**config.mk**
```make
export PLATFORM = sky130hd
export DESIGN_NAME = set_ways_array
export DESIGN_NICKNAME = d
export VERILOG_FILES = /design/src/source/set_ways_array.sv
export VERILOG_INCLUDE_DIRS = /design/src /design/src/common
export SDC_FILE = /design/constraint.sdc
export NUM_CORES = 1
export LEC_CHECK = 0
export ABC_AREA = 1
export BUFFER_PORTS_ARGS = -buffer_cell sky130_fd_sc_hd__buf_2
export CORE_UTILIZATION = 49
export CTS_CLUSTER_DIAMETER = 80
export CTS_CLUSTER_SIZE = 25
export DETAILED_ROUTE_END_ITERATION = 10
export PLACE_DENSITY = 0.68
export RECOVER_POWER = 50
export SYNTH_ARGS = -nofsm -noshare
export SYNTH_HDL_FRONTEND = slang
export SYNTH_SLANG_ARGS = --single-unit
```
**constraint.sdc**
```tcl
create_clock -name clk -period 2.6 [get_ports clk]
set_input_delay 0 -clock clk [delete_from_list [all_inputs] [get_ports clk]]
set_output_delay 0 -clock clk [all_outputs]
set_load 0.005 [all_outputs]
```
**src/common/cache_macros.svh**
```systemverilog
`ifndef CACHE_MACROS_SVH
`define CACHE_MACROS_SVH

// Cache geometry
`define CACHE_WAYS 4
`define CACHE_SETS 16
`define INDEX_BITS 4

// Line size in bits and byte offset width
`define LINE_BITS 512
`define OFFSET_BITS 6

// Request address and data widths
`define ADDR_BITS 32
`define WORD_BITS 32

// Tag is what is left above index and offset
`define TAG_BITS (`ADDR_BITS - `INDEX_BITS - `OFFSET_BITS)

`endif

```
**src/source/set_ways_array.sv**
```systemverilog
`timescale 1ns/1ns
`include "cache_macros.svh"

module set_ways_array #(
    parameter type entry_t = logic [7:0]
) (
    input  logic                   clk,
    input  logic                   reset,
    input  logic [`INDEX_BITS-1:0] index,
    input  logic                   we,
    input  entry_t                 next_entries [`CACHE_WAYS],
    output entry_t                 cur_entries [`CACHE_WAYS]
);
    entry_t sets [`CACHE_SETS][`CACHE_WAYS];

    always_ff @(posedge clk) begin
        if (reset) begin
            for (int s = 0; s < `CACHE_SETS; s++) begin
                for (int w = 0; w < `CACHE_WAYS; w++) begin
                    sets[s][w] <= '0;
                end
            end
        end else if (we) begin
            sets[index] <= next_entries;  // Whole set at once
        end
    end

    assign cur_entries = sets[index];

endmodule

```
Word-level counts from Yosys, hierarchy flattened
Memory sizes are Yosys's and may differ from the RTL's.
Index checks and enable logic that the tools add are counted.
- bits in writable memories: 512
- input bits: 39
- register bits after elaboration: 0
- memories kept: 1
- output and inout port bits: 32
- logic and storage cells: 10
- reductions and logical operators: 1
- mux-type cells: 8
- memory list (memory ; depth ; width ; rd ports ; clocked after memory_dff ; wr ports ; line ; text):
    sets ; 16 ; 32 ; 1 ; 0 ; 16 ; set_ways_array.sv:14 ; entry_t sets [`CACHE_SETS][`CACHE_WAYS];
- operators with widths (operator ; number):
    32-bit two-way mux ; 1
    32-bit OR reduction ; 1
    1-bit two-way mux ; 6
    4-bit two-way mux ; 1

Longest topological paths before layout
- depth in word-level cells: 5
- mapped depth: 12
- gate-level depth less buffers: 9

Worst setup path after synthesis
OpenSTA, ideal clock, no wires.
- path kind: input-to-reg
- from: input index[0]
- to: memory sets[12][0] in the netlist's numbering, enable pin
- stages on the path: 6
- path slack: 0.519 ns
- arrival: 1.692 ns
- library setup time: 0.389 ns
- data required time: 2.211 ns
- cell sequence: buf_2 buf_2 nor3_1 nand2_1 buf_2 nand2_1
- RTL lines (element ; line ; text):
    start: declaration ; set_ways_array.sv:9 ; input logic [`INDEX_BITS-1:0] index,
    end: declaration ; set_ways_array.sv:14 ;

==> metrics.txt <==
status finished, violations left; failing checks hold timing, capacitance limit, slew limit; crit path time final 2.16 ns; Seq/Total Area, Yosys approximately 65%; DRT Pass-1 Iters 5; slew margin rel. -30.9%; Core Util, Final a little over half; main combinational cell family by area after synthesis simple AND/OR/NAND/NOR gates; clock sinks just over 500; initial DRC count 2112; Mapped Nets about 2800; CTS resizes 0; via count roughly 18000; hold path endpoint sets[12][8]; num ports 71; Hold Path Class primary input to flip-flop; hold buffer count at cts 0; Post-synth top flop edfxtp_1; drt wl/cell 20.1 um; RSZ-0062 raised after global routing no; Static Leak about 11 nW; Avg Vias per Cell ~5.4; Worst Setup SP index[1]; dpl cell area around 25000 um^2; final WL ~67000 um; adder-cell area share of the yosys netlist 0%; fin nets about 2700; cells after synthesis 2721; largest net degree at the start of global routing around 110; mapped cell area 23700 um^2; CP Data Arrival Time between 2 and 2.5 ns; gp weighted congestion 0.830; Hold WS -0.000130 ns; hold path depth 3; initial antenna violation count 2; Overflow after GRT 0; Post-Synth XOR/XNOR Area 0%; Hold Path Origin next_entries[8]; fin area 25400 um^2; Fmax achieved 0.463 GHz; GRT Util Overall between 20% and 30%; most numerous cell in the Yosys netlist nand2_1; Yosys Warn Count 0; Max clock buf depth 3; root buf cell clkbuf_16; Chip Width around 220 um; Worst Path Max Fanout 34; most frequent cells after synthesis nand2_1, nor2_1, edfxtp_1; H-tree Lvls 1; DR DRC count 0; Reg clk slew, reported paths ~0.09 ns; Crit Path Class primary input to flip-flop; Final Hold Viols 1; peak supply drop 498 uV; data required time at the worst endpoint 2.81 ns; first-pass GRT wire length slightly above 100000 um; share of cells above drive strength 1 roughly 6%; Slew @ Worst Pin between 1.5 and 2 ns; max FFs per register between 500 and 600; initial core utilization 49.7%; # rows 80; Routed Antenna Nets 0; biggest regs sets: 512 flops; vias in the first global route around 17000; CP startpoint kind primary input; count of distinct cell types in the synthesized netlist 11; Power Dens Cells around 600 nW/um^2; post-synthesis mux area share 0%; Top reg by flops sets; Setup violations, final 0; CTS buffer count 25; total power 15.7 mW; CP Capture Type flip-flop; Compound-Gate Fraction of Synth Area 0%; Avg Cell Area, Syn between 8 and 9 um^2; Tcrit/Tclk final between 80% and 90%; #FFs+latches synth 512; post-synthesis simple-gate area fraction roughly 31%; FFs w/ async S/R, synth 0%; setup TNS 0 ns; Max Slew Vio Count 33; CTS tree done; hpwl dp roughly 38000 um; Post-synth EDFFs just over 500; Port Buffer Count 70; Die ar. 49300 um^2; max cap viols 1; Core Area roughly 48000 um^2; Post-CTS Setup Inserts 0; biggest area consumer among synthesized cells edfxtp_1; chip height 222 um; Layout area overhead 7.07%; Synth area leaders edfxtp_1, nand2_1, nor2_1; share of the synthesized area in the top cell type approximately 65%
## worst max-delay path by stage
stage                                end  slack [ns]  cells after the start
after floorplan              sets[12][0]        0.52                      6
after global placement       sets[4][18]        0.61                      7
after detailed placement     sets[4][28]        0.57                      7
after CTS                 cur_entries[1]        0.74                     12
after global routing         sets[2][20]        0.38                      6
final                        sets[2][20]        0.44                      6
## layout make-up
cell class	instances	area, um^2
diodes	2	5.00
well taps	615	769
flip-flops and latches	512	15400
inverters	102	392
multi-input cells	1929	7290
clock buffers	25	626
clock inverters	7	56.3
repair buffers	126	895
fillers	4373	22300
## kinds of logic after synthesis
logic type,Yosys count
buf+inv,280
flops,512
simple gates,1929
## report_power, final
| part | switching [mW] | leakage, nW | internal [mW] |
|---|---|---|---|
| logic | 1.25 | 6.23 | 0.444 |
| clock network | 2.58 | 0.325 | 1.76 |
| registers | 0.125 | 4.88 | 9.53 |
## critical path, cell delays in order
cell	delay, ns
buf_4	0.40
clkinvlp_2	0.32
nor3_1	0.51
nand2_1	0.16
nand2_2	0.10
clkbuf_1	0.86
## through the flow
stage          hold slack, ns  worst slack, ns  instances
4_1_cts              0.000288            0.739       3316
3_5_place_dp            0.606            0.571       3284
3_3_place_gp            0.590            0.608       3284
5_1_grt                0.0402            0.378       3318
2_1_floorplan           0.276            0.519       2721
6_report            -0.000130            0.438       3318
## routing by layer
metal	global-route usage, %	up-vias	share of wire (%)
li1	-	8385	-
met1	35.9	8393	39
met2	44.7	901	47
met3	4.94	142	10
met4	10.5	0	4.2
met5	0	-	0
## layout by cell type, fill, tap and decap left out, types with 8 or more instances in the layout
master,count
nor2_1,512
buf_2,68
buf_12,13
edfxtp_1,512
buf_4,26
clkbuf_16,25
nand2_1,1402
clkbuf_2,14
nand2_2,8
inv_1,98
Note: power is estimated with default switching activity, not from simulation.
