==> src/common/cache_macros.svh <==
`ifndef CACHE_MACROS_SVH
`define CACHE_MACROS_SVH

// Cache geometry
`define CACHE_WAYS 4
`define CACHE_SETS 16
`define INDEX_BITS 4

// Line size in bits and byte offset width
`define LINE_BITS 512
`define OFFSET_BITS 6

// Request address and data widths
`define ADDR_BITS 32
`define WORD_BITS 32

// Tag is what is left above index and offset
`define TAG_BITS (`ADDR_BITS - `INDEX_BITS - `OFFSET_BITS)

`endif

==> src/common/cache_pkg.sv <==
`include "cache_macros.svh"

package cache_pkg;

    typedef enum logic {
        LD = 1'b0,
        ST = 1'b1
    } op_t;

    // Same encoding as the requester's size field
    typedef enum logic [1:0] {
        BYTE = 2'd0,
        HALF = 2'd1,
        WORD = 2'd2
    } size_t;

    // All-zero entry reads as invalid
    typedef enum logic [1:0] {
        I = 2'd0,  // Invalid
        S = 2'd1,  // Clean
        M = 2'd2   // Dirty
    } line_state_t;

    typedef struct packed {
        line_state_t          state;
        logic [`TAG_BITS-1:0] tag;
    } tag_entry_t;

    typedef logic [`LINE_BITS-1:0] line_t;

endpackage

==> src/source/victim_select.sv <==
`timescale 1ns/1ns
`include "cache_macros.svh"

module victim_select (
    input  logic                   clk,
    input  logic                   reset,
    input  logic [`INDEX_BITS-1:0] index,
    input  cache_pkg::line_state_t entry_states [`CACHE_WAYS],
    input  logic                   plru_touch,
    input  logic [`CACHE_WAYS-1:0] touch_way,
    output logic [`CACHE_WAYS-1:0] victim_way
);
    // Bit 0 root, bit 1 leaf of ways 0/1, bit 2 leaf of ways 2/3
    logic [2:0] plru [`CACHE_SETS];
    logic [2:0] tree;
    logic       found;

    assign tree = plru[index];

    always_comb begin
        victim_way = '0;
        found      = 1'b0;
        for (int w = 0; w < `CACHE_WAYS; w++) begin
            if (!found && entry_states[w] == cache_pkg::I) begin
                victim_way[w] = 1'b1;  // Free way first
                found         = 1'b1;
            end
        end
        if (!found) begin
            if (!tree[0]) victim_way = tree[1] ? 4'b0010 : 4'b0001;
            else victim_way = tree[2] ? 4'b1000 : 4'b0100;
        end
    end

    // Point the path away from the way just used
    always_ff @(posedge clk) begin
        if (reset) begin
            for (int s = 0; s < `CACHE_SETS; s++) begin
                plru[s] <= 3'b000;
            end
        end else if (plru_touch) begin
            if (touch_way[0] || touch_way[1]) begin
                plru[index][0] <= 1'b1;
                plru[index][1] <= touch_way[0];
            end else begin
                plru[index][0] <= 1'b0;
                plru[index][2] <= touch_way[2];
            end
        end
    end

    a_touch_onehot: assert property (@(posedge clk) disable iff (reset)
        plru_touch |-> $onehot(touch_way))
        else $error("PLRU touch without a single way");

endmodule

==> config.mk <==
export PLATFORM = sky130hd
export DESIGN_NAME = victim_select
export DESIGN_NICKNAME = d
export VERILOG_FILES = /design/src/common/cache_pkg.sv /design/src/source/victim_select.sv
export VERILOG_INCLUDE_DIRS = /design/src /design/src/common
export SDC_FILE = /design/constraint.sdc
export NUM_CORES = 1
export LEC_CHECK = 0
export BUFFER_PORTS_ARGS = -buffer_cell sky130_fd_sc_hd__buf_2
export CAP_MARGIN = 20
export CORE_ASPECT_RATIO = 0.7
export CORE_MARGIN = 2
export CORE_UTILIZATION = 45
export CTS_CLUSTER_DIAMETER = 30
export DETAILED_ROUTE_END_ITERATION = 10
export PLACE_DENSITY = 0.61
export SLEW_MARGIN = 20
export SYNTH_ARGS = -nofsm -noshare
export SYNTH_HDL_FRONTEND = slang
export SYNTH_SLANG_ARGS = --single-unit
export TNS_END_PERCENT = 20
==> constraint.sdc <==
create_clock -name clk -period 2.2 [get_ports clk]
set_input_delay 0.22 -clock clk [delete_from_list [all_inputs] [get_ports clk]]
set_output_delay 0.22 -clock clk [all_outputs]
set_load 0.02 [all_outputs]
# ---- After elaboration in Yosys (flattened, before gate mapping)
# Memory sizes are Yosys's and may differ from the RTL's.
# Index checks and enable logic that the tools add are counted.
dict set report totals {
  ff_bits 0
  latch_bits 0
  ramBits 48
  mem_bits_ro 0
  in_bits 19
  output_inout_bits 4
  elab_cells 39
  mem_count 1
}
# memory words width rd rd_ports_with_merged_regs wr line
set mem_list {}
lappend mem_list {plru 16 3 1 0 16 victim_select.sv:14} ;# logic [2:0] plru [`CACHE_SETS];
dict set report op_classes {
  addsub 0
  mul 0
  div 0
  magnitude_cmp 0
  eq_ne 0
  n_shift 0
  muxes 25
  n_bitwise 1
  reduce_logical 12
}
# operator count
set op_table {}
lappend op_table {{1-bit 2-to-1 mux} 18}
lappend op_table {{4-bit 2-to-1 mux} 4}
lappend op_table {{2-bit logical NOT} 4}
lappend op_table {{3-bit 2-to-1 mux} 2}
lappend op_table {{1-bit logical AND} 3}
lappend op_table {{1-bit logical NOT} 3}
lappend op_table {{3-bit OR reduction} 1}
lappend op_table {{2-bit 2-to-1 mux} 1}
lappend op_table {{1-bit logical OR} 1}
lappend op_table {{1-bit OR} 1}

# ---- Longest topological paths before layout
dict set report depth {
  ltp_word 12
  mapped_depth 7
  mapped_depth_nobuf 5
}

# ---- Worst setup path before layout
# OpenSTA, ideal clock, no wires.
dict set report synth_path {
  kind {input to output}
  start {input port index[0]}
  end {output port victim_way[0]}
  arrival_ns 1.705
  path_slack_ns 0.275
  stages 6
  cell_sequence {buf_6 buf_6 mux4_2 a22oi_2 nand2_2 o32ai_2}
}
dict set report synth_via {
  elab_chain_cells 4
}
# element line
set synth_rtl {}
lappend synth_rtl {{start: declaration} victim_select.sv:7} ;# input logic [`INDEX_BITS-1:0] index,
lappend synth_rtl {{memory 16 x 3 bit *} n/a}
lappend synth_rtl {{2-bit 2-to-1 mux} victim_select.sv:30} ;# if (!tree[0]) victim_way = tree[1] ? 4'b0010 : 4'b0001;
lappend synth_rtl {{4-bit 2-to-1 mux *} victim_select.sv:30}
lappend synth_rtl {{4-bit 2-to-1 mux *} victim_select.sv:29} ;# if (!found) begin
lappend synth_rtl {{end: declaration} victim_select.sv:11} ;# output logic [`CACHE_WAYS-1:0] victim_way
# Every way passes the cells marked *; elsewhere a longest branch is shown, timed or not.

# ---- Final worst setup path
dict set report layout_path {
  start {memory plru[6][1]}
  end {output port victim_way[0]}
}
dict set report layout_via {
  elab_chain_cells 4
}
# element line
set layout_rtl {}
lappend layout_rtl {{start: declaration} victim_select.sv:14}
lappend layout_rtl {{memory 16 x 3 bit} n/a}
lappend layout_rtl {{2-bit 2-to-1 mux} victim_select.sv:30}
lappend layout_rtl {{4-bit 2-to-1 mux} victim_select.sv:30}
lappend layout_rtl {{4-bit 2-to-1 mux} victim_select.sv:29}
# No other way between the ends.

==> impl_metrics.csv <==
group,metric,value,unit
worst_hold_path,hold_class,"in -> reg",
clock_network,postCtsSetupBuffers,0,
cells_and_area,layout-drive-gt1-share,0.258,
placement,dp_cells,327,
clock_network,cts_made_buffers,5,
global_route,antenna_found_initial,0,
pwr,p_leak,0.00110,uW
flow_run,max_cap_violations,0,
worst_setup_path,cp-end-kind,"output pin",
cells_and_area,largest_reg_flops,48,
die,rows,23,
synthesis,synthMuxAreaShare,0.110,
cells_and_area,fin_area,3010,sq um
timing,post-route-period-util,1.07,
placement,routabilityCongestion,0.859,
clock_network,cts_hold_buf,0,
routing,vias_per_cell,5.60,
routing,drt-initial-drc-count,108,
cells_and_area,regArea,1440,sq um
cells_and_area,largest_register,"plru",
clock_network,clockRootBuffer,"clkbuf_8",
synthesis,synth_cell_types,29,
synthesis,synth_top_family_by_area,"simple AND/OR/NAND/NOR gates",
die,dieArea,6530,sq um
global_route,grt_max_degree,49,
routing,avgRoutedWirePerCell,18.3,um
routing,drc,0,
cells_and_area,area_growth,13.4,%
global_route,grt_overflow,0,
pwr,p_per_area,626,nW/um^2
worst_setup_path,criticalPathCategory,"reg -> out",
synthesis,syn-num-nets,251,
cells_and_area,nets,278,
cells_and_area,stdcell_count,335,
cells_and_area,nFillCells,527,
routing,ant_nets,0,
synthesis,ys_warn_count,0,
placement,post_dp_cell_area,2900,sq um
synthesis,yosys.area_share.simple,0.213,
die,die_x,95.8,um
die,core-area,5700,sq um
timing,setup_violations,2,
routing,via_count,1876,
synthesis,ys_seq_area_frac,0.543,
synthesis,syn_area_per_cell,11.4,sq um
clock_network,cts_sinks,48,
synthesis,synthAdderAreaFrac,0,
global_route,grt_usage,0.211,
timing,final-hold-violation-count,0,
synthesis,synthXorXnorAreaFrac,0,
synthesis,netlist_instances,232,
worst_hold_path,hold_depth,3,
routing,wl,6130,um
timing,timing.final.ws_setup,-0.156,ns
placement,dpl_worst_slack,-0.0580,ns
cells_and_area,multi_input_area,1140,sq um
timing,worst_pin_slew,0.649,ns
cells_and_area,reg_top3,"plru: 48 flops",
synthesis,ys_top_cells_by_area,"edfxtp_1 (54%), mux4_2 (11%), nor2_1 (6.9%)",
cells_and_area,diodes,0,
worst_setup_path,critPathRequiredTime,1.98,ns
global_route,grt_pass1_vias,1876,
die,dieHeight,68.2,um
clock_network,h-tree-depth,2,
die,io-pin-count,23,
run_status,failed_checks,"setup timing",
synthesis,synth_compound_area_frac,0.0976,
pwr,finalPower,1880,uW
synthesis,synth_area_leader_cell,"edfxtp_1",
timing,rsz0062_at_grt,"yes",
clock_network,cts_tree,"done",
worst_setup_path,critPathMaxFanout,2,
run_status,status,"finished, violations left",
timing,slew_violations,0,
pwr,irDropWorstVdd,0.342,mV
timing,slew_headroom,0.567,
timing,min_period,2.36,ns
worst_setup_path,start_kind,"flop",
timing,fmax,424,MHz
placement,port_buffers,21,
clock_network,path_clk_slew,0.10,ns
clock_network,cts_max_path_buffers,2,
die,initial_utilization,0.466,
global_route,grt_pass1_wl,9910,um
synthesis,ys_seq_elements,48,
synthesis,syn_area,2650,sq um
placement,hpwl,4390,um
synthesis,synth.top_cell.area_share,0.543,
routing,drt_first_pass_iters,4,
worst_setup_path,arrival,2.14,ns
## where the power goes
part | switching (uW) | total, uW | internal [uW]
Sequential | 16.6 | 1070 | 1050
Clock | 310 | 530 | 220
Combinational | 156 | 282 | 126
Total | 482 | 1880 | 1400
## logic make-up (layout without fill, tap and decap cells)
kind of cell,Yosys count,after routing
compound gates,32,32
simple gates,119,119
mux,13,13
flops,48,48
buf+inv,20,48
## worst max-delay path, cell delays in order (launching register included)
cell	delay (ns)
edfxtp_1	0.40
mux4_2	0.52
mux4_2	0.50
o32ai_2	0.23
buf_4	0.18
## layout make-up
class,count,share of cell area
Timing Repair Buffer,39,0.0815
Sequential cell,48,0.479
Clock buffer,5,0.0229
Tap cell,75,0.0312
Inverter,1,0.00125
Clock inverter,3,0.00624
Multi-Input combinational cell,164,0.378
## synthesized netlist by cell type
library cell  count
a21o_1            9
a21oi_1           1
a22oi_1           3
a22oi_2           1
a41o_1            3
and2_1            3
and3_1            1
buf_2             3
buf_6             2
clkbuf_1         14
edfxtp_1         48
inv_1             1
mux4_2           13
nand2_1          16
nand2_2           1
nand2b_1         10
nand3_1           6
nor2_1           49
nor2b_1           3
nor3_1            9
nor3b_1           2
nor4_1            1
o21bai_1         12
o22ai_1           1
o32ai_1           1
o32ai_2           1
or2_1            16
or2_2             1
or3_1             1
## per-layer routing
| metal | track usage | vias to the layer above | routed length, um |
|---|---|---|---|
| met3 | 0.0529 | 4 | 583 |
| met2 | 0.316 | 65 | 2620 |
| met1 | 0.305 | 911 | 2890 |
| met5 | 0 | - | 0 |
| li1 | - | 896 | - |
| met4 | 0.0643 | 0 | 38 |
## per-stage QoR
| step | setup TNS, ns | hold slack, ns | util |
|---|---|---|---|
| 3_5_place_dp | -0.0580 | 0.758 | 0.508 |
| 6_report | -0.218 | 0.443 | 0.528 |
| 3_3_place_gp | -0.0303 | 0.747 | 0.508 |
| 4_1_cts | -0.223 | 0.442 | 0.524 |
| 2_1_floorplan | 0 | 0.466 | - |
| 5_1_grt | -0.367 | 0.448 | 0.528 |
## cells in the final DEF (no fill, tap or decap)
master	Yosys	final
buf_4	0	19
and3_1	1	1
inv_1	1	1
or2_2	1	1
o21bai_1	12	12
clkinv_1	0	1
nand2b_1	10	10
nor4_1	1	1
clkbuf_4	0	1
nor2b_1	3	3
a41o_1	3	3
nand2_2	1	1
or2_1	16	16
buf_2	3	19
nor3b_1	2	2
and2_1	3	3
nand3_1	6	6
o32ai_2	1	1
or3_1	1	1
a22oi_2	1	4
nand2_1	16	16
clkbuf_8	0	5
clkinvlp_4	0	2
mux4_2	13	13
nor2_1	49	49
edfxtp_1	48	48
a21oi_2	0	1
o32ai_1	1	1
nor3_1	9	9
a21o_1	9	9
o22ai_1	1	1
## worst paths after layout
check                 startpoint             to  slack, ns
worst max-delay path  plru[6][1]  victim_way[0]      -0.16
worst min-delay path  plru_touch    plru[12][0]       0.44
## timing repair
item | in CTS | in global routing
setup endpoints to repair | 2 | 4
gates resized for setup | 1 | 5
pin swaps | 0 | 2
(Power assumes the default switching activity.)
