`src/common/cache_macros.svh`:
```
`ifndef CACHE_MACROS_SVH
`define CACHE_MACROS_SVH

// Cache geometry
`define CACHE_WAYS 4
`define CACHE_SETS 16
`define INDEX_BITS 4

// Line size in bits and byte offset width
`define LINE_BITS 512
`define OFFSET_BITS 6

// Request address and data widths
`define ADDR_BITS 32
`define WORD_BITS 32

// Tag is what is left above index and offset
`define TAG_BITS (`ADDR_BITS - `INDEX_BITS - `OFFSET_BITS)

`endif

```
`src/common/cache_pkg.sv`:
```
`include "cache_macros.svh"

package cache_pkg;

    typedef enum logic {
        LD = 1'b0,
        ST = 1'b1
    } op_t;

    // Same encoding as the requester's size field
    typedef enum logic [1:0] {
        BYTE = 2'd0,
        HALF = 2'd1,
        WORD = 2'd2
    } size_t;

    // All-zero entry reads as invalid
    typedef enum logic [1:0] {
        I = 2'd0,  // Invalid
        S = 2'd1,  // Clean
        M = 2'd2   // Dirty
    } line_state_t;

    typedef struct packed {
        line_state_t          state;
        logic [`TAG_BITS-1:0] tag;
    } tag_entry_t;

    typedef logic [`LINE_BITS-1:0] line_t;

endpackage

```
`src/cache/cache_ctrl.sv`:
```
`timescale 1ns/1ns
`include "cache_macros.svh"

module cache_ctrl (
    input  logic                   clk,
    input  logic                   reset,
    input  logic                   req,
    input  cache_pkg::op_t         op,
    input  logic [`ADDR_BITS-1:0]  addr,
    input  cache_pkg::size_t       size,
    input  logic [`WORD_BITS-1:0]  wdata,
    input  logic                   hit,
    input  logic [`CACHE_WAYS-1:0] hit_way,
    input  logic [`CACHE_WAYS-1:0] victim_way,
    input  logic                   victim_dirty,
    input  logic [`TAG_BITS-1:0]   victim_tag,
    input  logic                   mem_rd_done,
    input  logic                   mem_wr_done,
    output logic                   ready,
    output logic                   done,
    output logic [`CACHE_WAYS-1:0] sel_way,
    output logic                   alloc,
    output logic                   tag_we,
    output logic                   data_we,
    output logic                   fill,
    output logic                   plru_touch,
    output logic                   mem_rd,
    output logic                   mem_wr,
    output logic [`ADDR_BITS-1:0]  mem_addr,
    output logic [`ADDR_BITS-1:0]  req_addr,
    output cache_pkg::op_t         req_op,
    output cache_pkg::size_t       req_size,
    output logic [`WORD_BITS-1:0]  req_wdata
);
    typedef enum logic [2:0] {
        IDLE, LOOKUP, WRITEBACK, WB_WAIT, REFILL, RF_WAIT, RETIRE
    } state_t;

    state_t                 state;
    state_t                 state_next;
    logic [`CACHE_WAYS-1:0] way_r;   // Hit way or frozen victim
    logic [`TAG_BITS-1:0]   vtag_r;  // Victim tag for writeback address
    logic                   lookup_hit;
    logic                   in_wb;

    assign lookup_hit = (state == LOOKUP) && hit;
    assign in_wb      = (state == WRITEBACK) || (state == WB_WAIT);

    always_comb begin
        state_next = state;
        case (state)
            IDLE:      if (req) state_next = LOOKUP;
            LOOKUP: begin
                if (hit) state_next = IDLE;
                else if (victim_dirty) state_next = WRITEBACK;
                else state_next = REFILL;
            end
            WRITEBACK: state_next = WB_WAIT;
            WB_WAIT:   if (mem_wr_done) state_next = REFILL;
            REFILL:    state_next = RF_WAIT;
            RF_WAIT:   if (mem_rd_done) state_next = RETIRE;
            RETIRE:    state_next = IDLE;
            default:   state_next = IDLE;
        endcase
    end

    always_ff @(posedge clk) begin
        if (reset) begin
            state    <= IDLE;
            done     <= 1'b0;
            way_r    <= '0;
            req_addr <= '0;
            req_op   <= cache_pkg::LD;
            req_size <= cache_pkg::BYTE;
        end else begin
            state <= state_next;
            done  <= lookup_hit || (state == RETIRE);
            if (state == LOOKUP) way_r <= hit ? hit_way : victim_way;
            if (req && ready) begin
                req_addr <= addr;
                req_op   <= op;
                req_size <= size;
            end
        end
    end

    always_ff @(posedge clk) begin
        if (req && ready) req_wdata <= wdata;
        if (state == LOOKUP) vtag_r <= victim_tag;
    end

    assign ready      = (state == IDLE);
    assign sel_way    = (state == LOOKUP) ? hit_way : way_r;
    assign alloc      = (state == RETIRE);
    assign fill       = (state == RETIRE);
    assign tag_we     = (lookup_hit && req_op == cache_pkg::ST) || (state == RETIRE);
    assign data_we    = (lookup_hit && req_op == cache_pkg::ST) || (state == RETIRE);
    assign plru_touch = lookup_hit || (state == RETIRE);
    assign mem_wr     = (state == WRITEBACK);
    assign mem_rd     = (state == REFILL);

    // Victim line address while writing back, request line otherwise
    assign mem_addr = in_wb ?
        {vtag_r, req_addr[`OFFSET_BITS +: `INDEX_BITS], {`OFFSET_BITS{1'b0}}} :
        {req_addr[`ADDR_BITS-1:`OFFSET_BITS], {`OFFSET_BITS{1'b0}}};

    a_req_ready: assert property (@(posedge clk) disable iff (reset) req |-> ready)
        else $error("req while busy");

    a_rd_done_wait: assert property (@(posedge clk) disable iff (reset)
        mem_rd_done |-> state == RF_WAIT)
        else $error("mem_rd_done outside refill wait");

    a_size_legal: assert property (@(posedge clk) disable iff (reset)
        req |-> 2'(size) != 2'b11)
        else $error("illegal access size");

endmodule

```
`config.mk`:
```
export PLATFORM = sky130hd
export DESIGN_NAME = cache_ctrl
export DESIGN_NICKNAME = d
export VERILOG_FILES = /design/src/common/cache_pkg.sv /design/src/cache/cache_ctrl.sv
export VERILOG_INCLUDE_DIRS = /design/src /design/src/common
export SDC_FILE = /design/constraint.sdc
export NUM_CORES = 1
export LEC_CHECK = 0
export ABC_AREA = 1
export BUFFER_PORTS_ARGS = -buffer_cell sky130_fd_sc_hd__buf_2
export CORE_AREA = 2 2 101 103
export CTS_CLUSTER_DIAMETER = 60
export CTS_CLUSTER_SIZE = 20
export DETAILED_ROUTE_END_ITERATION = 10
export DIE_AREA = 0 0 103 105
export GPL_ROUTABILITY_DRIVEN = 0
export PLACE_DENSITY = 0.85
export SLEW_MARGIN = 20
export SYNTH_ARGS = -nofsm -noshare
export SYNTH_HDL_FRONTEND = slang
export SYNTH_SLANG_ARGS = --single-unit
```
`constraint.sdc`:
```
create_clock -name clk -period 1.5 [get_ports clk]
set_input_delay 0.15 -clock clk [delete_from_list [all_inputs] [get_ports clk]]
set_output_delay 0.15 -clock clk [all_outputs]
set_load 0.01 [all_outputs]
```
Yosys cells after proc, flatten, opt, wreduce, memory -nomap -nowiden
Cells that the tools add are included.
Word-level totals
  bits in registers: 97
  output and inout port bits: 112
Operators by class
  reductions and logical operators: 8
  eq/ne operators: 9
  multiplexer cells: 9
Operator list (count)
  $mux 32: 1
  $pmux 3 s6: 1
  $mux 3: 5
  $eq 3x3->1 const B: 3
  $mux 4: 2
  $eq 3x2->1 const B: 2
  $ne 2x2->1 const B: 3
  $eq 3x1->1 const B: 1
  $logic_and 1x1->1: 3
  $logic_not 3->1: 1
  $logic_or 1x1->1: 3
  $reduce_and 3->1: 1

Depth between registers and ports, before layout
  depth after elaboration: 4
  depth in mapped cells: 7
  gate-level depth less buffers: 7

Least setup slack after synthesis
No wires, ideal clock.
  kind: reg2out
  start: register state[1]
  end: output tag_we
  arrival time: 1474 ps
  cell stages (with the launch flop): 8
  slack: -124 ps
  data required time: 1350 ps
  path through: dfxtp_1 inv_1 nand2_1 nor2_1 buf_4 a21oi_1 nor2_1 buf_4
On the way
  longest elaborated chain between the ends: 4
  elaborated cells between the ends (all ways): 5
Ends and longest elaborated chain
  from (decl): line cache_ctrl.sv:39  | state_t state;
  from (signal assigned): line cache_ctrl.sv:76  | state <= state_next;
  $eq 3x1->1: line cache_ctrl.sv:46  | assign lookup_hit = (state == LOOKUP) && hit;
  $logic_and 1x1->1: line cache_ctrl.sv:46
  $logic_and 1x1->1
  $logic_or 1x1->1 *
  to (decl): line cache_ctrl.sv:23  | output logic tag_we,
Mark *: on every way between the ends. The rest lies on a longest branch, timed or not.

Worst setup path after layout
  start: register state[1]
  end: output mem_addr[27]
On the way
  longest elaborated chain between the ends: 3
  elaborated cells between the ends (all ways): 4
Ends and longest elaborated chain
  $eq 3x2->1: line cache_ctrl.sv:47  | assign in_wb = (state == WRITEBACK) || (state == WB_WAIT);
  $logic_or 1x1->1 *: line cache_ctrl.sv:47
  $mux 32 *: line cache_ctrl.sv:103  | assign mem_addr = in_wb ?
  to (decl): line cache_ctrl.sv:29  | output logic [`ADDR_BITS-1:0] mem_addr,
Marked as above.

==> impl_metrics.toml <==
[status]
status = "complete, but fails checks"
violations = "negative setup slack"

[drt]
routed_wl_um = 12200
wire_per_inst_um = 15.7
dr.pass1.iters = 5
drt_iter0_markers = 142
vias_per_cell = 4.74
ant_nets = 0
vias = 3672
drc = 0

[worst_setup_path]
crit_buf_inv = 4
cp.arrival_ns = 1.48
crit_type = "reg -> out"
crit_chain = "inv_4, nor2_4, buf_12, buf_16, nand2_4, o21ai_2, buf_2"
cp-end-kind = "primary output"
path_max_fanout = 6
path_delay_family = "buffers and inverters"
max_stage_delay_ns = 0.36
required_ns = 1.35
cpMaxStageDelayCell = "dfxtp_2"
startpoint_type = "flop"

[die]
initial_core_util = 0.381
io_pins = 216
coreArea_mm2 = 0.00964
die_w_um = 103
die_area_mm2 = 0.0108
die_y_um = 105
rows = 36

[final_layout]
antenna_cells = 0
area_growth_pct = 64.1
seq_area_mm2 = 0.00249
final_cell_mix = "buf_2, nand2_1, dlygate4sd3_1, edfxtp_1, a21oi_1"
fin_nets = 741
multi_input_area_mm2 = 0.00101
drive_gt1_frac = 0.449
fin_area_mm2 = 0.00602
n_fill_cell = 757
layout_commonest_cell = "buf_2"
postLayoutCoreUtil = 0.625
stdcell_count = 775

[logic_synthesis]
synthCells = 360
syn_area_mm2 = 0.00367
yosysUniqueCellTypes = 18
synth.avg_cell_area_um2 = 10.2
ys_seq_area_frac = 0.676
synth_seq_cells = 97
yosys_warnings = 0

[clock_tree]
insertion_delay_ns = 0.35
h-tree-depth = 3
cts-buffers-inserted = 9
clockRootBuffer = "clkbuf_8"
clk_pin_slew_ns = 0.09
cts_tree = "built"
clock_path_buffers = 2
cts.sinks = 97

[global_route]
grt_pass1_wl_um = 17000
grt_max_degree = 58
antenna_found_initial = 0
grt_pass1_vias = 3545
grt.total_usage = 0.207
overflow = 0

[placed_design]
numPortBuffers = 209
placed_area_mm2 = 0.00482
hpwl_um = 7290
dp.cells = 685
post-place-ws_ns = -0.0200

[timing]
hold_ws_ns = 0.0376
final_hold_viol_count = 0
final_max_slew_viol_count = 0
fin_ws_ns = -0.129
fmax_mhz = 614
period_minus_slack_ns = 1.63
rsz0062_at_grt = "yes"
post-route-period-util = 1.09
finalSetupViolCount = 31
finClkSkew_ns = 0.00659

[min_path]
hold_path_class = "in -> reg"

[power]
power.leakage_nw = 2.83
ir_drop_mv = 0.635
power_density_mw_per_mm2 = 1300

[job]
max_cap_violations = 0
[final timing paths]
check	startpoint	endpoint	slack (ns)	depth (start not counted)
max	state[1]	mem_addr[27]	-0.13	7
min reg2reg	req_addr[2]	req_addr[2]	0.47	2
min	addr[7]	req_addr[7]	0.04	3
max reg2reg	state[1]	state[2]	0.07	10
[Yosys cell counts]
| master | count | area [um2] |
|---|---|---|
| clkbuf_1 | 6 | 22.5 |
| buf_4 | 15 | 113 |
| buf_2 | 6 | 30.0 |
| buf_6 | 1 | 11.3 |
| conb_1 | 1 | 3.75 |
| nand3_2 | 1 | 10.0 |
| nand2_1 | 82 | 308 |
| inv_1 | 38 | 143 |
| dfxtp_1 | 43 | 861 |
| nand3_1 | 2 | 10.0 |
| buf_1 | 1 | 3.75 |
| o21ai_0 | 50 | 250 |
| edfxtp_1 | 54 | 1620 |
| nor2_2 | 2 | 12.5 |
| nor3_1 | 1 | 5.00 |
| a21oi_1 | 42 | 210 |
| inv_2 | 2 | 7.51 |
| nor2_1 | 13 | 48.8 |
[tightest hold or removal path, cell delays in order]
cell	delay, ns
buf_2	0.09
nand2_1	0.05
a21oi_1	0.05
[final cells by class]
cell class / instances / share of cell area
clock buffers: 14 / 0.0343
well taps: 133 / 0.0276
flip-flops and latches: 97 / 0.413
multi-input cells: 199 / 0.168
inverters: 40 / 0.0262
repair buffers: 290 / 0.329
clock inverters: 2 / 0.00229
[routing by layer]
metal,share of wire,up-vias,track usage,routed length (um)
met4,0.029,0,0.102,356
met5,0,-,0,0
li1,-,1722,-,-
met1,0.37,1730,0.218,4490
met3,0.069,34,0.0395,842
met2,0.53,186,0.380,6490
[metrics by stage]
| stage | power, mW | setup TNS, ns |
|---|---|---|
| 3_5_place_dp | 5.38 | -0.0437 |
| 3_3_place_gp | 5.30 | 0 |
| 4_1_cts | 7.66 | -4.19 |
| 6_report | 7.84 | -2.81 |
| 2_1_floorplan | 4.52 | 0 |
| 5_1_grt | 8.23 | -5.66 |
[timing repair]
item | in CTS | in global routing
cloned | 3 | 3
buffers inserted | 13 | 5
hold buffers | 54 | 0
gates resized for setup | 42 | 34
hold endpoints to repair | 54 | 0
pin swaps | 6 | 7
endpoints found under the setup margin | 35 | 44
[power breakdown]
part	switching (mW)	internal (mW)	total [mW]
sequential	0.176	3.26	3.44
clock	0.884	0.908	1.79
combinational	1.45	1.17	2.61
[cells by family after synthesis]
logic type             count (synthesis)  synth area share
buffers and inverters                 69            0.0900
AOI/OAI and AO/OA                     92             0.125
and+or+nand+nor                      101             0.107
other                                  1           0.00102
DFF                                   97             0.676
[state kept, by name, summed over array words and instances (netlist names)]
| register | count |
|---|---|
| req_addr | 32 |
| req_wdata | 32 |
| vtag_r | 22 |
| way_r | 4 |
| state | 3 |
| req_size | 2 |
| done | 1 |
| req_op | 1 |
(Power assumes the default switching activity.)
